===== src/common/axi_pkg.sv =====
`default_nettype none

package axi_pkg;

	localparam int ADDR_WIDTH = 32;
	localparam int DATA_WIDTH = 32;
	localparam int LEN_WIDTH  = 8;
	localparam int SIZE_WIDTH = 3;
	localparam int STRB_WIDTH = 4;

	localparam int MID_WIDTH = 4; // id as seen by a master
	localparam int SID_WIDTH = 8; // id as seen by a slave

	typedef logic [MID_WIDTH-1:0] mid_t;
	typedef logic [SID_WIDTH-1:0] sid_t;

	typedef enum logic [1:0] {
		FIXED = 2'b00,
		INCR  = 2'b01,
		WRAP  = 2'b10
	} burst_e;

	typedef enum logic [1:0] {
		OKAY   = 2'b00,
		EXOKAY = 2'b01,
		SLVERR = 2'b10,
		DECERR = 2'b11
	} resp_e;

	// shared by AR and AW
	typedef struct packed {
		logic [ADDR_WIDTH-1:0] addr;
		logic [LEN_WIDTH-1:0]  len; // beats minus one
		logic [SIZE_WIDTH-1:0] size;
		burst_e                burst;
	} addr_req_t;

	typedef struct packed {
		logic [DATA_WIDTH-1:0] data;
		resp_e                 resp;
		logic                  last;
	} r_beat_t;

	typedef struct packed {
		logic [DATA_WIDTH-1:0] data;
		logic [STRB_WIDTH-1:0] strb;
		logic                  last;
	} w_beat_t;

endpackage

`default_nettype wire


===== src/common/bus_pkg.sv =====
`default_nettype none

package bus_pkg;

	typedef enum logic [1:0] {
		R_IDLE,
		R_ADDR,
		R_DATA
	} read_state_e;

	typedef enum logic [1:0] {
		W_IDLE,
		W_ADDR,
		W_DATA,
		W_RESP
	} write_state_e;

	// upper part of the slave side id
	localparam int BRIDGE_ID_WIDTH = axi_pkg::SID_WIDTH - axi_pkg::MID_WIDTH;
	localparam logic [BRIDGE_ID_WIDTH-1:0] BRIDGE_ID = '0;

	// region field picks the slave and the top slave is the default one
	localparam int REGION_LSB   = 16;
	localparam int REGION_WIDTH = 2;

endpackage

`default_nettype wire


===== src/hw/axi_bus.sv =====
`default_nettype none

module axi_bus #(
	parameter int MASTER_NUM = 5,
	parameter int SLAVE_NUM  = 3
) (
	input  logic                                   ACLK,
	input  logic                                   ARESETn,
	// master side
	input  axi_pkg::addr_req_t [MASTER_NUM-1:0]    m_ar,
	input  axi_pkg::mid_t      [MASTER_NUM-1:0]    m_ar_id,
	input  logic               [MASTER_NUM-1:0]    m_ar_valid,
	output logic               [MASTER_NUM-1:0]    m_ar_ready,
	output axi_pkg::r_beat_t   [MASTER_NUM-1:0]    m_r,
	output axi_pkg::mid_t      [MASTER_NUM-1:0]    m_r_id,
	output logic               [MASTER_NUM-1:0]    m_r_valid,
	input  logic               [MASTER_NUM-1:0]    m_r_ready,
	input  axi_pkg::addr_req_t [MASTER_NUM-1:0]    m_aw,
	input  axi_pkg::mid_t      [MASTER_NUM-1:0]    m_aw_id,
	input  logic               [MASTER_NUM-1:0]    m_aw_valid,
	output logic               [MASTER_NUM-1:0]    m_aw_ready,
	input  axi_pkg::w_beat_t   [MASTER_NUM-1:0]    m_w,
	input  logic               [MASTER_NUM-1:0]    m_w_valid,
	output logic               [MASTER_NUM-1:0]    m_w_ready,
	output axi_pkg::resp_e     [MASTER_NUM-1:0]    m_b_resp,
	output axi_pkg::mid_t      [MASTER_NUM-1:0]    m_b_id,
	output logic               [MASTER_NUM-1:0]    m_b_valid,
	input  logic               [MASTER_NUM-1:0]    m_b_ready,
	// slave side
	output axi_pkg::addr_req_t [SLAVE_NUM-1:0]     s_ar,
	output axi_pkg::sid_t      [SLAVE_NUM-1:0]     s_ar_id,
	output logic               [SLAVE_NUM-1:0]     s_ar_valid,
	input  logic               [SLAVE_NUM-1:0]     s_ar_ready,
	input  axi_pkg::r_beat_t   [SLAVE_NUM-1:0]     s_r,
	input  axi_pkg::sid_t      [SLAVE_NUM-1:0]     s_r_id,
	input  logic               [SLAVE_NUM-1:0]     s_r_valid,
	output logic               [SLAVE_NUM-1:0]     s_r_ready,
	output axi_pkg::addr_req_t [SLAVE_NUM-1:0]     s_aw,
	output axi_pkg::sid_t      [SLAVE_NUM-1:0]     s_aw_id,
	output logic               [SLAVE_NUM-1:0]     s_aw_valid,
	input  logic               [SLAVE_NUM-1:0]     s_aw_ready,
	output axi_pkg::w_beat_t   [SLAVE_NUM-1:0]     s_w,
	output logic               [SLAVE_NUM-1:0]     s_w_valid,
	input  logic               [SLAVE_NUM-1:0]     s_w_ready,
	input  axi_pkg::resp_e     [SLAVE_NUM-1:0]     s_b_resp,
	input  axi_pkg::sid_t      [SLAVE_NUM-1:0]     s_b_id,
	input  logic               [SLAVE_NUM-1:0]     s_b_valid,
	output logic               [SLAVE_NUM-1:0]     s_b_ready
);

	// read and write run independently
	read_channel #(
		.MASTER_NUM(MASTER_NUM),
		.SLAVE_NUM (SLAVE_NUM)
	) read_channel_inst (
		.ACLK      (ACLK),
		.ARESETn   (ARESETn),
		.m_ar      (m_ar),
		.m_ar_id   (m_ar_id),
		.m_ar_valid(m_ar_valid),
		.m_ar_ready(m_ar_ready),
		.m_r       (m_r),
		.m_r_id    (m_r_id),
		.m_r_valid (m_r_valid),
		.m_r_ready (m_r_ready),
		.s_ar      (s_ar),
		.s_ar_id   (s_ar_id),
		.s_ar_valid(s_ar_valid),
		.s_ar_ready(s_ar_ready),
		.s_r       (s_r),
		.s_r_id    (s_r_id),
		.s_r_valid (s_r_valid),
		.s_r_ready (s_r_ready)
	);

	write_channel #(
		.MASTER_NUM(MASTER_NUM),
		.SLAVE_NUM (SLAVE_NUM)
	) write_channel_inst (
		.ACLK      (ACLK),
		.ARESETn   (ARESETn),
		.m_aw      (m_aw),
		.m_aw_id   (m_aw_id),
		.m_aw_valid(m_aw_valid),
		.m_aw_ready(m_aw_ready),
		.m_w       (m_w),
		.m_w_valid (m_w_valid),
		.m_w_ready (m_w_ready),
		.m_b_resp  (m_b_resp),
		.m_b_id    (m_b_id),
		.m_b_valid (m_b_valid),
		.m_b_ready (m_b_ready),
		.s_aw      (s_aw),
		.s_aw_id   (s_aw_id),
		.s_aw_valid(s_aw_valid),
		.s_aw_ready(s_aw_ready),
		.s_w       (s_w),
		.s_w_valid (s_w_valid),
		.s_w_ready (s_w_ready),
		.s_b_resp  (s_b_resp),
		.s_b_id    (s_b_id),
		.s_b_valid (s_b_valid),
		.s_b_ready (s_b_ready)
	);

endmodule

`default_nettype wire


===== src/hw/grant_select.sv =====
`default_nettype none

module grant_select #(
	parameter int MASTER_NUM = 5,
	parameter int SLAVE_NUM  = 3
) (
	input  logic [MASTER_NUM-1:0]                         request,
	input  logic [MASTER_NUM-1:0][axi_pkg::ADDR_WIDTH-1:0] addr,
	output logic [MASTER_NUM-1:0]                         master_onehot,
	output logic [SLAVE_NUM-1:0]                          slave_onehot
);
	import axi_pkg::*;
	import bus_pkg::*;

	logic [ADDR_WIDTH-1:0]   win_addr;
	logic [REGION_WIDTH-1:0] region;

	// isolate lowest set bit
	assign master_onehot = request & (~request + 1'b1);

	always_comb begin
		win_addr = '0;
		for (int i = 0; i < MASTER_NUM; i++) begin
			if (master_onehot[i]) begin
				win_addr = addr[i];
			end
		end
	end

	assign region = win_addr[REGION_LSB +: REGION_WIDTH];

	always_comb begin
		slave_onehot = '0;
		if (|request) begin
			if (int'(region) < SLAVE_NUM - 1) begin
				slave_onehot[region] = 1'b1;
			end else begin
				slave_onehot[SLAVE_NUM-1] = 1'b1; // default slave
			end
		end
	end

endmodule

`default_nettype wire


===== src/read_channel/read_channel.sv =====
`default_nettype none

module read_channel #(
	parameter int MASTER_NUM = 5,
	parameter int SLAVE_NUM  = 3
) (
	input  logic                                   ACLK,
	input  logic                                   ARESETn,
	input  axi_pkg::addr_req_t [MASTER_NUM-1:0]    m_ar,
	input  axi_pkg::mid_t      [MASTER_NUM-1:0]    m_ar_id,
	input  logic               [MASTER_NUM-1:0]    m_ar_valid,
	output logic               [MASTER_NUM-1:0]    m_ar_ready,
	output axi_pkg::r_beat_t   [MASTER_NUM-1:0]    m_r,
	output axi_pkg::mid_t      [MASTER_NUM-1:0]    m_r_id,
	output logic               [MASTER_NUM-1:0]    m_r_valid,
	input  logic               [MASTER_NUM-1:0]    m_r_ready,
	output axi_pkg::addr_req_t [SLAVE_NUM-1:0]     s_ar,
	output axi_pkg::sid_t      [SLAVE_NUM-1:0]     s_ar_id,
	output logic               [SLAVE_NUM-1:0]     s_ar_valid,
	input  logic               [SLAVE_NUM-1:0]     s_ar_ready,
	input  axi_pkg::r_beat_t   [SLAVE_NUM-1:0]     s_r,
	input  axi_pkg::sid_t      [SLAVE_NUM-1:0]     s_r_id,
	input  logic               [SLAVE_NUM-1:0]     s_r_valid,
	output logic               [SLAVE_NUM-1:0]     s_r_ready
);
	import axi_pkg::*;
	import bus_pkg::*;

	read_state_e state, next_state;

	logic [MASTER_NUM-1:0][ADDR_WIDTH-1:0] ar_addr;
	logic [MASTER_NUM-1:0] grant_mst;
	logic [SLAVE_NUM-1:0]  grant_slv;
	logic [MASTER_NUM-1:0] mst_sel; // held for the whole burst
	logic [SLAVE_NUM-1:0]  slv_sel;

	addr_req_t ar_sel;
	mid_t      ar_id_sel;
	logic      ar_valid_sel;
	logic      ar_ready_sel;
	r_beat_t   r_sel;
	sid_t      r_id_sel;
	logic      r_valid_sel;
	logic      r_ready_sel;

	always_comb begin
		for (int i = 0; i < MASTER_NUM; i++) begin
			ar_addr[i] = m_ar[i].addr;
		end
	end

	grant_select #(
		.MASTER_NUM(MASTER_NUM),
		.SLAVE_NUM (SLAVE_NUM)
	) ar_grant_inst (
		.request      (m_ar_valid),
		.addr         (ar_addr),
		.master_onehot(grant_mst),
		.slave_onehot (grant_slv)
	);

	always_ff @(posedge ACLK) begin
		if (!ARESETn) begin
			state   <= R_IDLE;
			mst_sel <= '0;
			slv_sel <= '0;
		end else begin
			state <= next_state;
			if (state == R_IDLE && |grant_mst) begin
				mst_sel <= grant_mst;
				slv_sel <= grant_slv;
			end
		end
	end

	always_comb begin
		next_state = state;
		case (state)
			R_IDLE: if (|grant_mst) next_state = R_ADDR;
			R_ADDR: if (ar_valid_sel && ar_ready_sel) next_state = R_DATA;
			R_DATA: if (r_valid_sel && r_ready_sel && r_sel.last) next_state = R_IDLE;
			default: next_state = R_IDLE;
		endcase
	end

	// pick the held master and slave
	always_comb begin
		ar_sel       = '0;
		ar_id_sel    = '0;
		ar_valid_sel = 1'b0;
		r_ready_sel  = 1'b0;
		ar_ready_sel = 1'b0;
		r_sel        = '0;
		r_id_sel     = '0;
		r_valid_sel  = 1'b0;
		for (int i = 0; i < MASTER_NUM; i++) begin
			if (mst_sel[i]) begin
				ar_sel       = m_ar[i];
				ar_id_sel    = m_ar_id[i];
				ar_valid_sel = m_ar_valid[i];
				r_ready_sel  = m_r_ready[i];
			end
		end
		for (int j = 0; j < SLAVE_NUM; j++) begin
			if (slv_sel[j]) begin
				ar_ready_sel = s_ar_ready[j];
				r_sel        = s_r[j];
				r_id_sel     = s_r_id[j];
				r_valid_sel  = s_r_valid[j];
			end
		end
	end

	always_comb begin
		m_ar_ready = '0;
		m_r        = '0;
		m_r_id     = '0;
		m_r_valid  = '0;
		for (int i = 0; i < MASTER_NUM; i++) begin
			if (mst_sel[i]) begin
				m_ar_ready[i] = (state == R_ADDR) && ar_ready_sel;
				if (state == R_DATA) begin
					m_r[i]       = r_sel;
					m_r_id[i]    = r_id_sel[MID_WIDTH-1:0]; // drop bridge id
					m_r_valid[i] = r_valid_sel;
				end
			end
		end
	end

	always_comb begin
		s_ar       = '0;
		s_ar_id    = '0;
		s_ar_valid = '0;
		s_r_ready  = '0;
		for (int j = 0; j < SLAVE_NUM; j++) begin
			if (slv_sel[j]) begin
				if (state == R_ADDR) begin
					s_ar[j]       = ar_sel;
					s_ar_id[j]    = {BRIDGE_ID, ar_id_sel};
					s_ar_valid[j] = ar_valid_sel;
				end
				s_r_ready[j] = (state == R_DATA) && r_ready_sel;
			end
		end
	end

endmodule

`default_nettype wire


===== src/write_channel/write_channel.sv =====
`default_nettype none

module write_channel #(
	parameter int MASTER_NUM = 5,
	parameter int SLAVE_NUM  = 3
) (
	input  logic                                   ACLK,
	input  logic                                   ARESETn,
	input  axi_pkg::addr_req_t [MASTER_NUM-1:0]    m_aw,
	input  axi_pkg::mid_t      [MASTER_NUM-1:0]    m_aw_id,
	input  logic               [MASTER_NUM-1:0]    m_aw_valid,
	output logic               [MASTER_NUM-1:0]    m_aw_ready,
	input  axi_pkg::w_beat_t   [MASTER_NUM-1:0]    m_w,
	input  logic               [MASTER_NUM-1:0]    m_w_valid,
	output logic               [MASTER_NUM-1:0]    m_w_ready,
	output axi_pkg::resp_e     [MASTER_NUM-1:0]    m_b_resp,
	output axi_pkg::mid_t      [MASTER_NUM-1:0]    m_b_id,
	output logic               [MASTER_NUM-1:0]    m_b_valid,
	input  logic               [MASTER_NUM-1:0]    m_b_ready,
	output axi_pkg::addr_req_t [SLAVE_NUM-1:0]     s_aw,
	output axi_pkg::sid_t      [SLAVE_NUM-1:0]     s_aw_id,
	output logic               [SLAVE_NUM-1:0]     s_aw_valid,
	input  logic               [SLAVE_NUM-1:0]     s_aw_ready,
	output axi_pkg::w_beat_t   [SLAVE_NUM-1:0]     s_w,
	output logic               [SLAVE_NUM-1:0]     s_w_valid,
	input  logic               [SLAVE_NUM-1:0]     s_w_ready,
	input  axi_pkg::resp_e     [SLAVE_NUM-1:0]     s_b_resp,
	input  axi_pkg::sid_t      [SLAVE_NUM-1:0]     s_b_id,
	input  logic               [SLAVE_NUM-1:0]     s_b_valid,
	output logic               [SLAVE_NUM-1:0]     s_b_ready
);
	import axi_pkg::*;
	import bus_pkg::*;

	write_state_e state, next_state;

	logic [MASTER_NUM-1:0][ADDR_WIDTH-1:0] aw_addr;
	logic [MASTER_NUM-1:0] grant_mst;
	logic [SLAVE_NUM-1:0]  grant_slv;
	logic [MASTER_NUM-1:0] mst_sel;
	logic [SLAVE_NUM-1:0]  slv_sel;

	addr_req_t aw_sel;
	mid_t      aw_id_sel;
	logic      aw_valid_sel;
	logic      aw_ready_sel;
	w_beat_t   w_sel;
	logic      w_valid_sel;
	logic      w_ready_sel;
	resp_e     b_resp_sel;
	sid_t      b_id_sel;
	logic      b_valid_sel;
	logic      b_ready_sel;

	always_comb begin
		for (int i = 0; i < MASTER_NUM; i++) begin
			aw_addr[i] = m_aw[i].addr;
		end
	end

	grant_select #(
		.MASTER_NUM(MASTER_NUM),
		.SLAVE_NUM (SLAVE_NUM)
	) aw_grant_inst (
		.request      (m_aw_valid),
		.addr         (aw_addr),
		.master_onehot(grant_mst),
		.slave_onehot (grant_slv)
	);

	always_ff @(posedge ACLK) begin
		if (!ARESETn) begin
			state   <= W_IDLE;
			mst_sel <= '0;
			slv_sel <= '0;
		end else begin
			state <= next_state;
			if (state == W_IDLE && |grant_mst) begin
				mst_sel <= grant_mst;
				slv_sel <= grant_slv;
			end
		end
	end

	always_comb begin
		next_state = state;
		case (state)
			W_IDLE: if (|grant_mst) next_state = W_ADDR;
			W_ADDR: if (aw_valid_sel && aw_ready_sel) next_state = W_DATA;
			W_DATA: if (w_valid_sel && w_ready_sel && w_sel.last) next_state = W_RESP;
			W_RESP: if (b_valid_sel && b_ready_sel) next_state = W_IDLE;
			default: next_state = W_IDLE;
		endcase
	end

	always_comb begin
		aw_sel       = '0;
		aw_id_sel    = '0;
		aw_valid_sel = 1'b0;
		w_sel        = '0;
		w_valid_sel  = 1'b0;
		b_ready_sel  = 1'b0;
		aw_ready_sel = 1'b0;
		w_ready_sel  = 1'b0;
		b_resp_sel   = OKAY;
		b_id_sel     = '0;
		b_valid_sel  = 1'b0;
		for (int i = 0; i < MASTER_NUM; i++) begin
			if (mst_sel[i]) begin
				aw_sel       = m_aw[i];
				aw_id_sel    = m_aw_id[i];
				aw_valid_sel = m_aw_valid[i];
				w_sel        = m_w[i];
				w_valid_sel  = m_w_valid[i];
				b_ready_sel  = m_b_ready[i];
			end
		end
		for (int j = 0; j < SLAVE_NUM; j++) begin
			if (slv_sel[j]) begin
				aw_ready_sel = s_aw_ready[j];
				w_ready_sel  = s_w_ready[j];
				b_resp_sel   = s_b_resp[j];
				b_id_sel     = s_b_id[j];
				b_valid_sel  = s_b_valid[j];
			end
		end
	end

	always_comb begin
		m_aw_ready = '0;
		m_w_ready  = '0;
		m_b_id     = '0;
		m_b_valid  = '0;
		for (int i = 0; i < MASTER_NUM; i++) begin
			m_b_resp[i] = OKAY;
			if (mst_sel[i]) begin
				m_aw_ready[i] = (state == W_ADDR) && aw_ready_sel;
				m_w_ready[i]  = (state == W_DATA) && w_ready_sel;
				if (state == W_RESP) begin
					m_b_resp[i]  = b_resp_sel;
					m_b_id[i]    = b_id_sel[MID_WIDTH-1:0]; // drop bridge id
					m_b_valid[i] = b_valid_sel;
				end
			end
		end
	end

	always_comb begin
		s_aw       = '0;
		s_aw_id    = '0;
		s_aw_valid = '0;
		s_w        = '0;
		s_w_valid  = '0;
		s_b_ready  = '0;
		for (int j = 0; j < SLAVE_NUM; j++) begin
			if (slv_sel[j]) begin
				if (state == W_ADDR) begin
					s_aw[j]       = aw_sel;
					s_aw_id[j]    = {BRIDGE_ID, aw_id_sel};
					s_aw_valid[j] = aw_valid_sel;
				end
				if (state == W_DATA) begin
					s_w[j]       = w_sel;
					s_w_valid[j] = w_valid_sel;
				end
				s_b_ready[j] = (state == W_RESP) && b_ready_sel;
			end
		end
	end

endmodule

`default_nettype wire

===== config.mk =====
export PLATFORM = sky130hd
export DESIGN_NAME = axi_bus
export DESIGN_NICKNAME = d
export VERILOG_FILES = /design/src/common/axi_pkg.sv /design/src/common/bus_pkg.sv /design/src/hw/axi_bus.sv /design/src/hw/grant_select.sv /design/src/read_channel/read_channel.sv /design/src/write_channel/write_channel.sv
export SDC_FILE = /design/constraint.sdc
export NUM_CORES = 1
export LEC_CHECK = 0
export ABC_AREA = 1
export BUFFER_PORTS_ARGS = -buffer_cell sky130_fd_sc_hd__clkbuf_2
export CAP_MARGIN = 20
export CORE_AREA = 2 2 607 609
export CTS_BUF_LIST = sky130_fd_sc_hd__clkbuf_4 sky130_fd_sc_hd__clkbuf_8
export DETAILED_ROUTE_END_ITERATION = 6
export DIE_AREA = 0 0 609 611
export PLACE_DENSITY = 0.3
export SLEW_MARGIN = 25
export SYNTH_ARGS = -nofsm -noshare
export SYNTH_HDL_FRONTEND = slang
export SYNTH_SLANG_ARGS = --single-unit

===== constraint.sdc =====
create_clock -name ACLK -period 3.8 [get_ports ACLK]
set_input_delay 0.38 -clock ACLK [delete_from_list [all_inputs] [get_ports ACLK]]
set_output_delay 0.38 -clock ACLK [all_outputs]
set_load 0.05 [all_outputs]

==> results.yml <==
status:
  outcome: "finished clean"
layout:
  multi_input_area_sq_um: 9226
  ff_latch_area_sq_um: 430.4
  area_delta_synth_final_pct: 153.8
  num-fill-cells: 43760
  fin_area_sq_um: 27850
  fin_nets: 4561
  final_layout_size_suffix_gt1_frac: 0.4719
  mostFrequentLayoutCells: "1335 x clkbuf_2, 694 x nor2_1, 303 x a21oi_1"
  final_common_cell: "clkbuf_2"
detailed_routing:
  drc: 0
  dr.first_iter.drc_count: 1769
  dr.pass1.iters: 5
  wire_per_inst_um: 23.40
  ant_nets: 0
  vias: 22690
  wl_um: 199400
  vias_per_cell: 2.663
global_routing:
  grt-busiest-layer: "met2"
  gr-usage-all-layers: 0.1009
  grt_pass1_wl_um: 245300
  grt_max_degree: 93
  met2_usage: 0.1933
  grt_pass1_vias: 21640
  antenna_found_initial: 79
  grt.overflow.total: 0
  use_met1: 0.1153
  groute.layer.met3.usage: 0.01371
timing:
  report.final.slew_viol_count: 0
  hold_viol: 0
  period_share: 0.9080
  final.setup.tns_ns: 0
  finalSetupViolations: 0
  setup_slack_ns: 0.3494
  fmaxAchievable_mhz: 289.8
  maxSlewHeadroom: 0.2534
  rsz0062_at_grt: "false"
  period_needed_ns: 3.451
  fin_skew_ns: 0.01478
  tightest_slew_ns: 1.115
critical_path:
  required_ns: 3.42
  start_kind: "flop"
  reg2reg_to: "write_channel_inst.state[0]$_SDFFE_PN0P_"
  cp-end-kind: "output port"
  r2r_setup_slack_ns: 1.11
  rr_worst_depth: 12
  crit_path_end: "s_aw[65]"
  cp_max_fo: 38
  r2r_start: "write_channel_inst.slv_sel[1]$_SDFFE_PN0P_"
  cp.arrival_ns: 3.07
  crit_path_start: "write_channel_inst.mst_sel[1]$_SDFFE_PN0P_"
  critPathKind: "reg -> out"
floorplan:
  start_util: 0.03006
  fp.coreArea_sq_um: 365000
  die_x_um: 609
  die-area_sq_um: 372100
  rows: 222
  ioPinCount: 1570
  die_height_um: 611
power:
  power_frac_comb: 0.918
  p_sw_frac: 0.7035
  pwr-share-seq: 0.052
  peakVddDrop_v: 0.0002154
  p_int_mw: 2.274
  p_leak_nw: 11.25
  clock_power_share: 0.030
  p_sw_mw: 5.395
  finalPower_mw: 7.669
  power-per-cell-area_nw_per_um2: 275.4
yosys:
  synth_top_area_share: 0.2377
  ys_warn_count: 0
  ys_seq_area_frac: 0.03649
  synthFlopType: "dfxtp_1"
  synth_cell_types: 35
  synth_area_sq_um: 10970
  syn_area_per_cell_sq_um: 4.914
  synth_edf_count: 0
  netlist_top_cells_area: "nor2_1 24%, a21oi_1 14%, o211ai_1 11%, o21ai_0 8.3%, nand2_1 7.8%"
  synth_top_area_cell: "nor2_1"
  synthCells: 2233
  ys_async_sr_fraction: 0
  ys_ff_latch: 20
place:
  hpwl_um: 177000
  place_ws_ns: 0.7272
  io_buffers: 1521
  place_congestion: 0.8914
  placed_area_sq_um: 27740
run:
  cap_violations: 0
clocking:
  numCtsBuffers: 3
  cts.clk_slew.worst_paths_ns: 0.15
  htreeDepth: 1
  cts.repair.resized: 0
  hold_buffers: 0
  clock-sinks: 20
  cts_tree: "yes"
  clk_latency_ns: 0.35
  postCtsSetupBuffers: 0
  cts_buffer_depth: 2
  cts_root_buf: "clkbuf_8"
hold_path:
  holdCritPathClass: "in -> reg"
## cells by family after synthesis
group | after synthesis | share of synthesized area
other | 1 | 0.0003417
flip-flops | 20 | 0.03649
buffers and inverters | 316 | 0.1332
AO/OA/AOI/OAI | 807 | 0.4328
adder cells (fa/ha/maj) | 5 | 0.005701
AND/OR/NAND/NOR | 1084 | 0.3914
## critical path: stages, from the launching register on
cell	delay [ns]
dfxtp_4	0.46
buf_4	0.49
a21oi_1	0.13
nand2_1	0.09
o21ai_0	0.14
o21ai_0	0.22
o211ai_1	0.47
nor2_1	0.24
clkbuf_2	0.31
## power by group through the flow
| stage | Clock (mW) | Combinational (mW) | Sequential (mW) |
|---|---|---|---|
| global route | 0.277 | 7.65 | 0.411 |
| floorplan | 0 | 3.56 | 0.267 |
| CTS | 0.293 | 7.33 | 0.407 |
| finish | 0.230 | 7.04 | 0.396 |
| detailed placement | 0 | 7.32 | 0.412 |
| global placement | 0 | 7.32 | 0.413 |
## routing by layer
metal,vias up,share of wire
met5,-,0.00067
met4,20,0.029
met3,186,0.052
met2,1154,0.54
met1,10750,0.38
li1,10580,-
## stage by stage
step	hold slack, ns	std cells	utilization
after floorplan	0.4575	2256	-
after global placement	0.4926	8484	0.07586
after detailed placement	0.4982	8491	0.07600
after CTS	0.3003	8495	0.07613
after global routing	0.3557	8510	0.07623
final	0.3801	8521	0.07631
## state kept, by name (all words and copies together), names as in the netlist
name,cells
write_channel_inst.mst_sel,5
write_channel_inst.slv_sel,3
read_channel_inst.state,2
read_channel_inst.slv_sel,3
read_channel_inst.mst_sel,5
write_channel_inst.state,2
## worst min path at each step
stage | end | slack (ns) | from | depth (start not counted)
after detailed placement | write_channel_inst.slv_sel[0]$_SDFFE_PN0P_ | 0.50 | write_channel_inst.slv_sel[0]$_SDFFE_PN0P_ | 2
after global placement | write_channel_inst.slv_sel[0]$_SDFFE_PN0P_ | 0.49 | write_channel_inst.slv_sel[0]$_SDFFE_PN0P_ | 2
after floorplan | write_channel_inst.slv_sel[0]$_SDFFE_PN0P_ | 0.46 | write_channel_inst.slv_sel[0]$_SDFFE_PN0P_ | 2
after CTS | write_channel_inst.slv_sel[0]$_SDFFE_PN0P_ | 0.30 | m_aw[209] | 4
after global routing | write_channel_inst.mst_sel[4]$_SDFFE_PN0P_ | 0.36 | m_aw_valid[3] | 4
final | write_channel_inst.slv_sel[0]$_SDFFE_PN0P_ | 0.38 | m_aw[209] | 4
## Yosys cell counts, drive strengths merged (5+ instances only)
master and number:
inv 38, nor2 696, nand2 228, clkinv 5
buf 120, clkbuf 153, a221o 44, nand4 5
o221ai 10, ha 5, o211ai 168, nand3 148
o21ai 270, a21oi 305, dfxtp 20
## cell type report
cell class              instances  share of cell area
inverters                      43            0.006963
repair buffers               1692              0.4260
multi-input cells            1920              0.3313
clock inverters                 1           0.0001348
clock buffers                   3            0.001483
well taps                    4816              0.2164
diodes                         26            0.002336
flip-flops and latches         20             0.01545
No activity file was read; power rests on OpenSTA's default activity.
